===== config.mk =====
export PLATFORM = sky130hd
export DESIGN_NAME = csa_top
export DESIGN_NICKNAME = d
export VERILOG_FILES = /design/src/csa_pkg.sv /design/src/csa_if.sv /design/src/csa_top.sv /design/src/csa_result_collect.sv /design/src/csa_calc_unit.sv /design/src/csa_dispatch.sv /design/src/csa_reg_decode.sv
export SDC_FILE = /design/constraint.sdc
export NUM_CORES = 2
export LEC_CHECK = 0
export BUFFER_PORTS_ARGS = -buffer_cell sky130_fd_sc_hd__buf_2
export CORE_MARGIN = 1
export CORE_UTILIZATION = 55
export CTS_CLUSTER_DIAMETER = 100
export DETAILED_ROUTE_END_ITERATION = 12
export PLACE_DENSITY = 0.72
export SLEW_MARGIN = 40
export SYNTH_ARGS = -nofsm -noshare
export SYNTH_HDL_FRONTEND = slang
export SYNTH_SLANG_ARGS = --single-unit

===== constraint.sdc =====
create_clock -name clk -period 6.5 [get_ports clk]
set_input_delay 0.65 -clock clk [delete_from_list [all_inputs] [get_ports clk]]
set_output_delay 0.65 -clock clk [all_outputs]
set_load 0.005 [all_outputs]

===== src/csa_pkg.sv =====
package csa_pkg;

	localparam int NUM_UNITS = 5;
	localparam int CALC_ROUNDS = 8;
	localparam int ROUND_BITS = $clog2(CALC_ROUNDS);  // counts rounds 0 to CALC_ROUNDS-1.
	localparam int OPERAND_BYTES = 5;
	localparam int RESULT_BITS = 48;
	localparam int REG_ADDR_BITS = 11;
	localparam int REG_DATA_BITS = 32;

	typedef logic [8*OPERAND_BYTES-1:0] operand_bytes_t;  // byte 0 sits lowest.
	typedef logic [RESULT_BITS-1:0] calc_result_t;
	typedef logic [REG_ADDR_BITS-1:0] reg_addr_t;
	typedef logic [REG_DATA_BITS-1:0] reg_data_t;
	typedef logic [REG_DATA_BITS/8-1:0] reg_strb_t;
	typedef logic [2:0] unit_idx_t;

	typedef enum logic [1:0] {
		calc_idle,
		calc_accumulate,
		calc_resolve,
		calc_done
	} calc_state_t;

	localparam reg_addr_t ADDR_CHANNEL = 11'd0;
	localparam reg_addr_t ADDR_IN_FLAG = 11'd1;
	localparam reg_addr_t ADDR_OUT_FLAG = 11'd2;
	localparam reg_addr_t ADDR_IN_BYTE0 = 11'd3;
	localparam reg_addr_t ADDR_IN_BYTE1 = 11'd4;
	localparam reg_addr_t ADDR_IN_BYTE2 = 11'd5;
	localparam reg_addr_t ADDR_IN_BYTE3 = 11'd6;
	localparam reg_addr_t ADDR_IN_BYTE4 = 11'd7;
	localparam reg_addr_t ADDR_OUT_HALF0 = 11'd8;
	localparam reg_addr_t ADDR_OUT_HALF1 = 11'd9;
	localparam reg_addr_t ADDR_OUT_HALF2 = 11'd10;

	localparam logic [15:0] UNMAPPED_TAG = 16'hE000;  // upper half of an unmapped read.

endpackage

===== src/csa_if.sv =====
`timescale 1ns/1ps

// one job travels from the dispatcher to a single unit.
interface csa_job_if;
	import csa_pkg::*;

	logic valid;
	logic ready;
	operand_bytes_t operands;

	modport dispatch (output valid, output operands, input ready);
	modport unit (input valid, input operands, output ready);

endinterface

interface csa_result_if;
	import csa_pkg::*;

	logic valid;  // held with result until ready.
	logic ready;
	calc_result_t result;

	modport unit (output valid, output result, input ready);
	modport collect (input valid, input result, output ready);

endinterface


===== src/csa_top.sv =====
`timescale 1ns/1ps

module csa_top (
	input logic clk,
	input logic rst_n,
	input logic wen,
	input csa_pkg::reg_addr_t waddr,
	input csa_pkg::reg_data_t wdata,
	input csa_pkg::reg_strb_t wstrb,
	input logic ren,
	input csa_pkg::reg_addr_t raddr,
	output csa_pkg::reg_data_t rdata,
	input logic in_valid,
	output logic in_ready,
	input csa_pkg::operand_bytes_t in_data,
	output logic out_valid,
	input logic out_ready,
	output csa_pkg::calc_result_t out_data
);
	import csa_pkg::*;

	unit_idx_t channel;
	operand_bytes_t in_snap;
	logic in_capture;
	calc_result_t out_snap;
	logic out_capture;

	csa_job_if job_bus [NUM_UNITS] ();
	csa_result_if res_bus [NUM_UNITS] ();

	csa_reg_decode u_decode (
		.clk, .rst_n, .wen, .waddr, .wdata, .wstrb, .ren, .raddr,
		.in_snap, .in_capture, .out_snap, .out_capture,
		.rdata, .channel, .channel_load()
	);

	csa_dispatch u_dispatch (
		.clk, .rst_n, .in_valid, .in_data, .channel,
		.in_ready, .in_snap, .in_capture, .job(job_bus)
	);

	for (genvar i = 0; i < NUM_UNITS; i++) begin : g_unit
		csa_calc_unit u_unit (.clk, .rst_n, .job(job_bus[i]), .res(res_bus[i]));
	end

	csa_result_collect u_collect (
		.clk, .rst_n, .out_ready, .channel,
		.out_valid, .out_data, .out_snap, .out_capture, .res(res_bus)
	);

endmodule


===== src/csa_result_collect.sv =====
`timescale 1ns/1ps

module csa_result_collect (
	input logic clk,
	input logic rst_n,
	input logic out_ready,
	input csa_pkg::unit_idx_t channel,
	output logic out_valid,
	output csa_pkg::calc_result_t out_data,
	output csa_pkg::calc_result_t out_snap,
	output logic out_capture,
	csa_result_if.collect res [csa_pkg::NUM_UNITS]
);
	import csa_pkg::*;

	unit_idx_t ptr;
	logic [NUM_UNITS-1:0] unit_valid;
	calc_result_t unit_result [NUM_UNITS];
	logic xfer;

	for (genvar i = 0; i < NUM_UNITS; i++) begin : g_res
		assign unit_valid[i] = res[i].valid;
		assign unit_result[i] = res[i].result;
		assign res[i].ready = out_ready && (ptr == unit_idx_t'(i));
	end

	// the pointer follows the dispatch rotation, so results leave in input order.
	assign out_valid = unit_valid[ptr];
	assign out_data = unit_result[ptr];
	assign xfer = out_valid && out_ready;

	always_ff @(posedge clk) begin
		if (!rst_n) begin
			ptr <= '0;
		end else if (xfer) begin
			if (ptr == unit_idx_t'(NUM_UNITS - 1)) begin
				ptr <= '0;
			end else begin
				ptr <= ptr + 1'b1;
			end
		end
	end

	always_ff @(posedge clk) begin
		if (!rst_n) begin
			out_capture <= 1'b0;
		end else begin
			out_capture <= xfer && (ptr == channel);
		end
	end

	always_ff @(posedge clk) begin
		if (xfer && ptr == channel) out_snap <= out_data;
	end

	// the output must hold across a stall, which relies on the unit keeping its result.
	a_out_hold: assert property (@(posedge clk) disable iff (!rst_n)
		out_valid && !out_ready |=> out_valid && $stable(out_data));

endmodule


===== src/csa_calc_unit.sv =====
`timescale 1ns/1ps

module csa_calc_unit (
	input logic clk,
	input logic rst_n,
	csa_job_if.unit job,
	csa_result_if.unit res
);
	import csa_pkg::*;

	calc_state_t state;
	logic [ROUND_BITS-1:0] round;
	operand_bytes_t ops_q;
	calc_result_t sum_q;
	calc_result_t carry_q;
	calc_result_t sum_nxt;
	calc_result_t carry_nxt;
	calc_result_t result_q;

	// one round folds all five bytes into the redundant pair with 3:2 compressors.
	function automatic void csa_round(input calc_result_t s_in, input calc_result_t c_in,
		input operand_bytes_t ops, output calc_result_t s_out, output calc_result_t c_out);
		calc_result_t s;
		calc_result_t c;
		calc_result_t b;
		calc_result_t t;
		s = s_in;
		c = c_in;
		for (int k = 0; k < OPERAND_BYTES; k++) begin
			b = calc_result_t'(ops[8*k +: 8]);
			t = s ^ c ^ b;
			c = ((s & c) | (s & b) | (c & b)) << 1;
			s = t;
		end
		s_out = s;
		c_out = c;
	endfunction

	always_comb csa_round(sum_q, carry_q, ops_q, sum_nxt, carry_nxt);

	always_ff @(posedge clk) begin
		if (!rst_n) begin
			state <= calc_idle;
			round <= '0;
		end else begin
			case (state)
				calc_idle: if (job.valid) state <= calc_accumulate;
				calc_accumulate: begin
					round <= round + 1'b1;
					if (round == ROUND_BITS'(CALC_ROUNDS - 1)) state <= calc_resolve;
				end
				calc_resolve: state <= calc_done;
				calc_done: if (res.ready) state <= calc_idle;
				default: state <= calc_idle;
			endcase
			if (state == calc_idle) round <= '0;
		end
	end

	always_ff @(posedge clk) begin
		if (state == calc_idle && job.valid) begin
			ops_q <= job.operands;
			sum_q <= '0;
			carry_q <= '0;
		end else if (state == calc_accumulate) begin
			sum_q <= sum_nxt;
			carry_q <= carry_nxt;
		end
		if (state == calc_resolve) result_q <= sum_q + carry_q;  // the single carry-propagate add.
	end

	assign job.ready = (state == calc_idle);
	assign res.valid = (state == calc_done);
	assign res.result = result_q;

	// an accepted job leaves idle at once and drops ready.
	a_ready_idle: assert property (@(posedge clk) disable iff (!rst_n)
		job.valid && job.ready |=> state == calc_accumulate && !job.ready);

	a_result_hold: assert property (@(posedge clk) disable iff (!rst_n)
		res.valid && !res.ready |=> res.valid && $stable(res.result));

endmodule


===== src/csa_dispatch.sv =====
`timescale 1ns/1ps

module csa_dispatch (
	input logic clk,
	input logic rst_n,
	input logic in_valid,
	input csa_pkg::operand_bytes_t in_data,
	input csa_pkg::unit_idx_t channel,
	output logic in_ready,
	output csa_pkg::operand_bytes_t in_snap,
	output logic in_capture,
	csa_job_if.dispatch job [csa_pkg::NUM_UNITS]
);
	import csa_pkg::*;

	unit_idx_t ptr;
	logic [NUM_UNITS-1:0] unit_ready;
	logic accept;

	// interface arrays need constant indices, so each entry gets its own wiring.
	for (genvar i = 0; i < NUM_UNITS; i++) begin : g_job
		assign job[i].valid = in_valid && (ptr == unit_idx_t'(i));
		assign job[i].operands = in_data;  // only the named unit sees valid.
		assign unit_ready[i] = job[i].ready;
	end

	assign in_ready = unit_ready[ptr];
	assign accept = in_valid && in_ready;

	always_ff @(posedge clk) begin
		if (!rst_n) begin
			ptr <= '0;
		end else if (accept) begin
			if (ptr == unit_idx_t'(NUM_UNITS - 1)) begin
				ptr <= '0;
			end else begin
				ptr <= ptr + 1'b1;
			end
		end
	end

	always_ff @(posedge clk) begin
		if (!rst_n) begin
			in_capture <= 1'b0;
		end else begin
			in_capture <= accept && (ptr == channel);
		end
	end

	always_ff @(posedge clk) begin
		if (accept && ptr == channel) begin
			in_snap <= in_data;  // operands of the last job on the observed unit.
		end
	end

endmodule


===== src/csa_reg_decode.sv =====
`timescale 1ns/1ps

module csa_reg_decode (
	input logic clk,
	input logic rst_n,
	input logic wen,
	input csa_pkg::reg_addr_t waddr,
	input csa_pkg::reg_data_t wdata,
	input csa_pkg::reg_strb_t wstrb,
	input logic ren,
	input csa_pkg::reg_addr_t raddr,
	input csa_pkg::operand_bytes_t in_snap,
	input logic in_capture,
	input csa_pkg::calc_result_t out_snap,
	input logic out_capture,
	output csa_pkg::reg_data_t rdata,
	output csa_pkg::unit_idx_t channel,
	output logic channel_load
);
	import csa_pkg::*;

	reg_addr_t wr_addr_q;
	reg_data_t wr_data_q;
	logic wr_pend_q;
	operand_bytes_t in_bytes_q;
	calc_result_t out_result_q;
	logic in_flag;
	logic out_flag;

	always_ff @(posedge clk) begin
		if (!rst_n) begin
			wr_addr_q <= '0;
			wr_data_q <= '0;
			wr_pend_q <= 1'b0;
		end else begin
			wr_pend_q <= wen;
			if (wen) begin
				wr_addr_q <= waddr;
				for (int b = 0; b < $bits(reg_strb_t); b++) begin
					if (wstrb[b]) wr_data_q[8*b +: 8] <= wdata[8*b +: 8];  // unstrobed lanes keep the last write.
				end
			end
		end
	end

	always_ff @(posedge clk) begin
		if (!rst_n) begin
			channel <= '0;
			channel_load <= 1'b0;
		end else begin
			channel_load <= 1'b0;
			if (wr_pend_q && wr_addr_q == ADDR_CHANNEL && wr_data_q < NUM_UNITS) begin
				channel <= unit_idx_t'(wr_data_q);
				channel_load <= 1'b1;
			end
		end
	end

	// a capture seen with channel_load belongs to the old channel, so the clear wins.
	always_ff @(posedge clk) begin
		if (!rst_n) begin
			in_bytes_q <= '0;
			out_result_q <= '0;
			in_flag <= 1'b0;
			out_flag <= 1'b0;
		end else begin
			if (in_capture) in_bytes_q <= in_snap;
			if (out_capture) out_result_q <= out_snap;
			if (channel_load) begin
				in_flag <= 1'b0;
				out_flag <= 1'b0;
			end else begin
				if (in_capture) in_flag <= 1'b1;
				if (out_capture) out_flag <= 1'b1;
			end
		end
	end

	always_ff @(posedge clk) begin
		if (!rst_n) begin
			rdata <= '0;
		end else if (ren) begin
			case (raddr)
				ADDR_CHANNEL: rdata <= {{(REG_DATA_BITS - $bits(unit_idx_t)){1'b0}}, channel};
				ADDR_IN_FLAG: rdata <= {{(REG_DATA_BITS - 1){1'b0}}, in_flag};
				ADDR_OUT_FLAG: rdata <= {{(REG_DATA_BITS - 1){1'b0}}, out_flag};
				ADDR_IN_BYTE0: rdata <= {24'b0, in_bytes_q[7:0]};
				ADDR_IN_BYTE1: rdata <= {24'b0, in_bytes_q[15:8]};
				ADDR_IN_BYTE2: rdata <= {24'b0, in_bytes_q[23:16]};
				ADDR_IN_BYTE3: rdata <= {24'b0, in_bytes_q[31:24]};
				ADDR_IN_BYTE4: rdata <= {24'b0, in_bytes_q[39:32]};
				ADDR_OUT_HALF0: rdata <= {16'b0, out_result_q[15:0]};
				ADDR_OUT_HALF1: rdata <= {16'b0, out_result_q[31:16]};
				ADDR_OUT_HALF2: rdata <= {16'b0, out_result_q[47:32]};
				default: rdata <= {UNMAPPED_TAG, {(16 - REG_ADDR_BITS){1'b0}}, raddr};
			endcase
		end
	end

endmodule


# ---- Word level (Yosys, flattened, before mapping)
# Cells that the tools add are included.
dict set report word_totals {
  reg_bits 1206
  inputBits 104
  out_inout_bits 82
  word_cells 373
}
dict set report op_classes {
  addsub 12
  order_cmp 4
  eq_ne 55
  n_mux 31
  bitwise 177
  reduce_logical 45
}
# operator count
set op_table {}
lappend op_table {{$and 47x8->47} 50}
lappend op_table {{$or 47x47->47} 50}
lappend op_table {{$xor 48x48->48} 25}
lappend op_table {{$xor 48x8->48} 25}
lappend op_table {{$and 47x47->47} 25}
lappend op_table {{$pmux 32 s11} 1}
lappend op_table {{$add 48x48->48} 5}
lappend op_table {{$bmux 48 s3} 1}
lappend op_table {{$mux 48} 2}
lappend op_table {{$eq 11x3->1 const B} 4}
lappend op_table {{$pmux 2 s4} 5}
lappend op_table {{$eq 11x4->1 const B} 3}
lappend op_table {{$lt 32x3->1 const B} 1}
lappend op_table {{$mux 2} 15}
lappend op_table {{$eq 11x2->1 const B} 2}
lappend op_table {{$logic_not 11->1} 2}
lappend op_table {{$add 3x1->3 const B} 7}
lappend op_table {{$eq 3x3->1 const B} 7}
lappend op_table {{$logic_and 1x1->1} 21}
lappend op_table {{$eq 2x2->1 const B} 10}
lappend op_table {{$ne 2x1->1 const B} 10}
lappend op_table {{$reduce_and 3->1} 5}
lappend op_table {{$eq 3x2->1 const B} 4}
lappend op_table {{$reduce_or 2->1} 6}
lappend op_table {{other kinds (15)} 38}

# ---- Longest topological paths before layout
dict set report depth {
  ltp_word 15
  ltp_mapped 12
}

# ---- Modules after synthesis
# Synthesis repeated with hierarchy kept, for this count alone.
dict set report hier_totals {
  cells_unflattened 6785
  hier_area_um2 75616.3
}
# module n_inst cells_each area_each_um2 seq_area_each_um2
set modules_own_cells {}
lappend modules_own_cells {{csa_calc_unit at g_unit[2].u_unit ...} 2 1094 12316.8 4644.5}
lappend modules_own_cells {{csa_calc_unit at g_unit[1].u_unit} 1 1157 12757.2 4644.5}
lappend modules_own_cells {{csa_calc_unit at g_unit[0].u_unit} 1 1117 12574.6 4644.5}
lappend modules_own_cells {{csa_calc_unit at g_unit[3].u_unit} 1 1093 12383.1 4644.5}
lappend modules_own_cells {csa_reg_decode 1 738 6701.4 3103.0}
lappend modules_own_cells {csa_result_collect 1 208 3457.1 1521.5}
lappend modules_own_cells {csa_dispatch 1 284 3109.2 1281.2}

# ---- Worst setup path before layout
# OpenSTA, ideal clock, no wires.
dict set report synth_path {
  path_type {register to register}
  startpoint {register u_collect.ptr[2]}
  endpoint {register u_collect.out_snap[0] (enable)}
  t_arrival_ps 6129
  path_slack_ps -204
  stages_incl_launch_ff 7
  path_cell_list {dfxtp_1 > clkbuf_1 > clkinv_1 > nor3_1 > a22o_1 > nand2_1 > nor4_1}
}
dict set report synth_via {
  elab_chain_len 4
  word_cells_on_any_way 5
  cone_classes {eq/ne (1); mux (2); reduce/logical (2)}
}
# item line
set synth_rtl {}
lappend synth_rtl {{start, declared} csa_result_collect.sv:16} ;# unit_idx_t ptr;
lappend synth_rtl {{start signal, assigned} csa_result_collect.sv:39} ;# ptr <= ptr + 1'b1;
lappend synth_rtl {{$bmux 1 s3} csa_result_collect.sv:28} ;# assign out_valid = unit_valid[ptr];
lappend synth_rtl {{$mux 1 (implied by the code)} csa_result_collect.sv:28}
lappend synth_rtl {{via out_valid} csa_top.sv:16} ;# output logic out_valid,
lappend synth_rtl {{$logic_and 1x1->1} csa_result_collect.sv:30} ;# assign xfer = out_valid && out_ready;
lappend synth_rtl {{$logic_and 1x1->1} csa_result_collect.sv:53} ;# if (xfer && ptr == channel) out_snap <= out_data;
lappend synth_rtl {{end signal, assigned} csa_result_collect.sv:53}
lappend synth_rtl {{end, declared} csa_result_collect.sv:10} ;# output csa_pkg::calc_result_t out_snap,
# The timed path passes the listed nets, and every way through them passes these cells. The select of a mux whose other input is x is not followed.
# A chain may end at the register's enable or synchronous reset.

# ---- Worst setup path after layout
dict set report layout_path {
  startpoint {register u_collect.ptr[0]}
  endpoint {output port out_data[17]}
}
dict set report layout_via {
  elab_chain_len 4
}
# item line
set layout_rtl {}
lappend layout_rtl {{$not 3->4 (implied by the code)} csa_result_collect.sv:29} ;# assign out_data = unit_result[ptr];
lappend layout_rtl {{$bmux 48 s3} csa_result_collect.sv:29}
lappend layout_rtl {{$mux 48 (implied by the code) (2 in a row)} csa_result_collect.sv:29}
lappend layout_rtl {{end, declared} csa_top.sv:18} ;# output csa_pkg::calc_result_t out_data
# Every way passes these cells. The select of a mux whose other input is x is not followed.

==> metrics.cfg <==
[finish]
finalNetCount=8145
fin_area_sq_um=80220
drive_gt1_frac=0.08169
fin_util=0.6102
mostFrequentLayoutCells=ha_1, inv_1, nor2_1
area_delta_synth_final_pct=10.03
final_common_cell=ha_1

[routing]
routed_wl_um=171000
drtAntennaViolNets=0
vias=47250
wire_per_inst_um=20.21
drt_first_iter_violations=3690
route.detailed.drc=0
dr.pass1.iters=9
viasPerCell=5.583

[worst_setup_path]
r2r_slack_ns=2.44
cp_num_buf_inv=2
r2r_end=g_unit[2].u_unit.res.result[47]$_DFFE_PP_
cp.required_ns=5.85
critPathKind=flop to output port
startpoint=u_collect.ptr[0]$_SDFFE_PN0P_
ff2ff_path_depth=12
cp_top_family=flip-flops
path_cells=buf_4, mux4_2, a22o_1, buf_2
r2r-start=g_unit[2].u_unit.carry_q[1]$_SDFFE_PP0P_
cp_max_fo=33
critPathLaunchType=flop
slowest_delay_ns=0.84
cpMaxStageDelayCell=dfxtp_4
arrival_ns=3.44
critPathCaptureType=output port

[global_route]
overflow=0
met3_usage=0.03171
top_usage_layer=met2
grt_pass1_wl_um=270600
antenna_found_initial=6
grt_util_met1=0.3401
grt_usage=0.2584
grt_pass1_vias=48050
groute.layer.met2.usage=0.4265
grt_max_degree=135

[placed_design]
hpwlAfterDp_um=131500
gp_congestion=0.9250
placed_area_sq_um=75600
portBuffers=172

[worst_hold_path]
worstHoldStart=waddr[5]
hold_depth=3
hold_end=u_decode.wr_addr_q[5]$_SDFFE_PN0P_
holdCritPathClass=primary input to flop

[cts]
cts_resized=0
clock-sinks=1191
postCtsSetupRepairBufs=0
cts_root_buffer=clkbuf_16
cts_tree=done
numCtsBuffers=134
cts_buffer_depth=3
clk_latency_ns=0.79
cts_hold_buf=0
clk_pin_slew_ns=0.06
cts_htree_levels=4

[floorplanning]
num_rows=133
io_pins=186
start_util=0.5545
coreArea_sq_um=131500
die_h_um=366.1
die_x_um=366.1
die_area_sq_um=134000

[timing]
skew_ns=0.03451
relSlewSlack=0.3316
max_freq_mhz=244.5
fin_crit_ns=4.090
period_share=0.6292
fin_tns_setup_ns=0
max_slew.worst_pin.slew_ns=1.003
finalHoldViolCount=0
maxSlewViolCount=0
grt_setup_unrepaired=false
setup_viol=0

[logic_synthesis]
avgSynthCellArea_sq_um=11.29
yosys_register_bits=1191
synthesis.area_sq_um=72900
synth_edf_count=528
synth_ff_type=dfxtp_1
yosysUniqueCellTypes=94
yosys_warnings=0
synthArstFlopShare=0
syn_inst=6458
synth-seq-area-share=0.3996

[job]
maxCapViolations=0

[pwr]
vdd_drop_max_mv=0.2745
p_leak_uw=0.03555
p_per_area_nw_per_um2=458.5
power_uw=36780

[status]
status=finished, final reports clean

## sequential cells by signal, indices dropped and copies added (netlist names), 32 cells and up
name / flops
g_unit.u_unit.sum_q: 240
g_unit.u_unit.carry_q: 235
u_collect.out_snap: 48
u_decode.out_result_q: 48
u_decode.wr_data_q: 32
g_unit.u_unit.ops_q: 200
g_unit.u_unit.res.result: 240
u_dispatch.in_snap: 40
u_decode.in_bytes_q: 40
## logic make-up after synthesis
family                   after synthesis  synth area share
other                                  1        0.00005144
AND/OR/NAND/NOR                     1300           0.07601
multiplexers                         645           0.09743
AO/OA/AOI/OAI                        631           0.05870
buffers and inverters                994           0.05199
adder cells (fa/ha/maj)             1445            0.2861
XOR/XNOR                             251           0.03016
flip-flops                          1191            0.3996
## tightest hold or removal path: stages
cell and delay, ns:
buf_2 0.07, mux2i_1 0.05, nor2_1 0.07
## final cells by class
class	instances	area [sq um]
Inverter	779	2932
Clock buffer	185	3830
Fill cell	10450	51250
Sequential cell	1191	29140
Tap cell	1755	2196
Multi-Input combinational cell	4285	40180
Clock inverter	63	749.5
Timing Repair Buffer	205	1189
Antenna cell	1	2.502
## metrics by stage
| step | cells | worst slack, ns | hold slack [ns] |
|---|---|---|---|
| global route | 8463 | 2.267 | 0.1181 |
| global placement | 8212 | 2.491 | 0.4428 |
| CTS | 8462 | 2.312 | 0.07658 |
| detailed placement | 8214 | 2.533 | 0.4474 |
| floorplan | 6470 | 0.6443 | 0.4294 |
| finish | 8464 | 2.410 | 0.1176 |
## cells in the mapped netlist (all sizes together), types with 8 or more instances
master	n	area, sq um
edfxtp	528	15860
dfxtp	663	13270
a221oi	10	87.58
inv	778	2920
o21ai	161	824.5
and3	14	87.58
a21o	19	142.6
fa	370	7407
nor2b	13	81.33
or2	11	68.82
xor2	108	945.9
o21a	33	247.7
a21boi	8	60.05
a222oi	10	100.1
a22oi	8	60.06
xnor2	143	1252
nor4	18	112.6
nor3	41	205.2
a22o	58	508.0
o211ai	9	77.57
ha	1075	13450
nor2	711	2669
o21bai	15	112.6
buf	59	280.3
nand4	42	269.0
nand3b	9	67.56
a311oi	8	70.07
nand2	301	1130
nand2b	18	112.6
o31ai	12	105.1
mux4	51	1149
a31oi	54	337.8
nand3	78	390.4
mux2i	587	5876
and2	13	83.83
o221ai	9	78.83
clkbuf	156	585.6
a21oi	125	629.4
a211oi	21	162.6
## report_power, final
group          internal, uW  total [uW]  switching (uW)
Sequential             9870       11000            1160
Combinational          7700       17900           10200
Clock                  4580        7840            3250
Total                 22100       36800           14600
## metal layers
metal | routed length (um) | up-vias
met5 | 0 | -
met4 | 8044 | 0
met3 | 8921 | 318
met2 | 80830 | 1324
met1 | 73240 | 23180
li1 | - | 22430
## worst max-delay path by stage
stage | to | slack, ns | depth (start not counted)
final | out_data[17] | 2.41 | 4
after global routing | g_unit[2].u_unit.res.result[37]$_DFFE_PP_ | 2.27 | 11
after CTS | out_data[17] | 2.31 | 4
after detailed placement | g_unit[2].u_unit.res.result[47]$_DFFE_PP_ | 2.53 | 12
after global placement | g_unit[2].u_unit.res.result[47]$_DFFE_PP_ | 2.49 | 12
after floorplan | u_dispatch.in_snap[0]$_DFFE_PP_ | 0.64 | 5
Power figures use the tool's default switching activity.
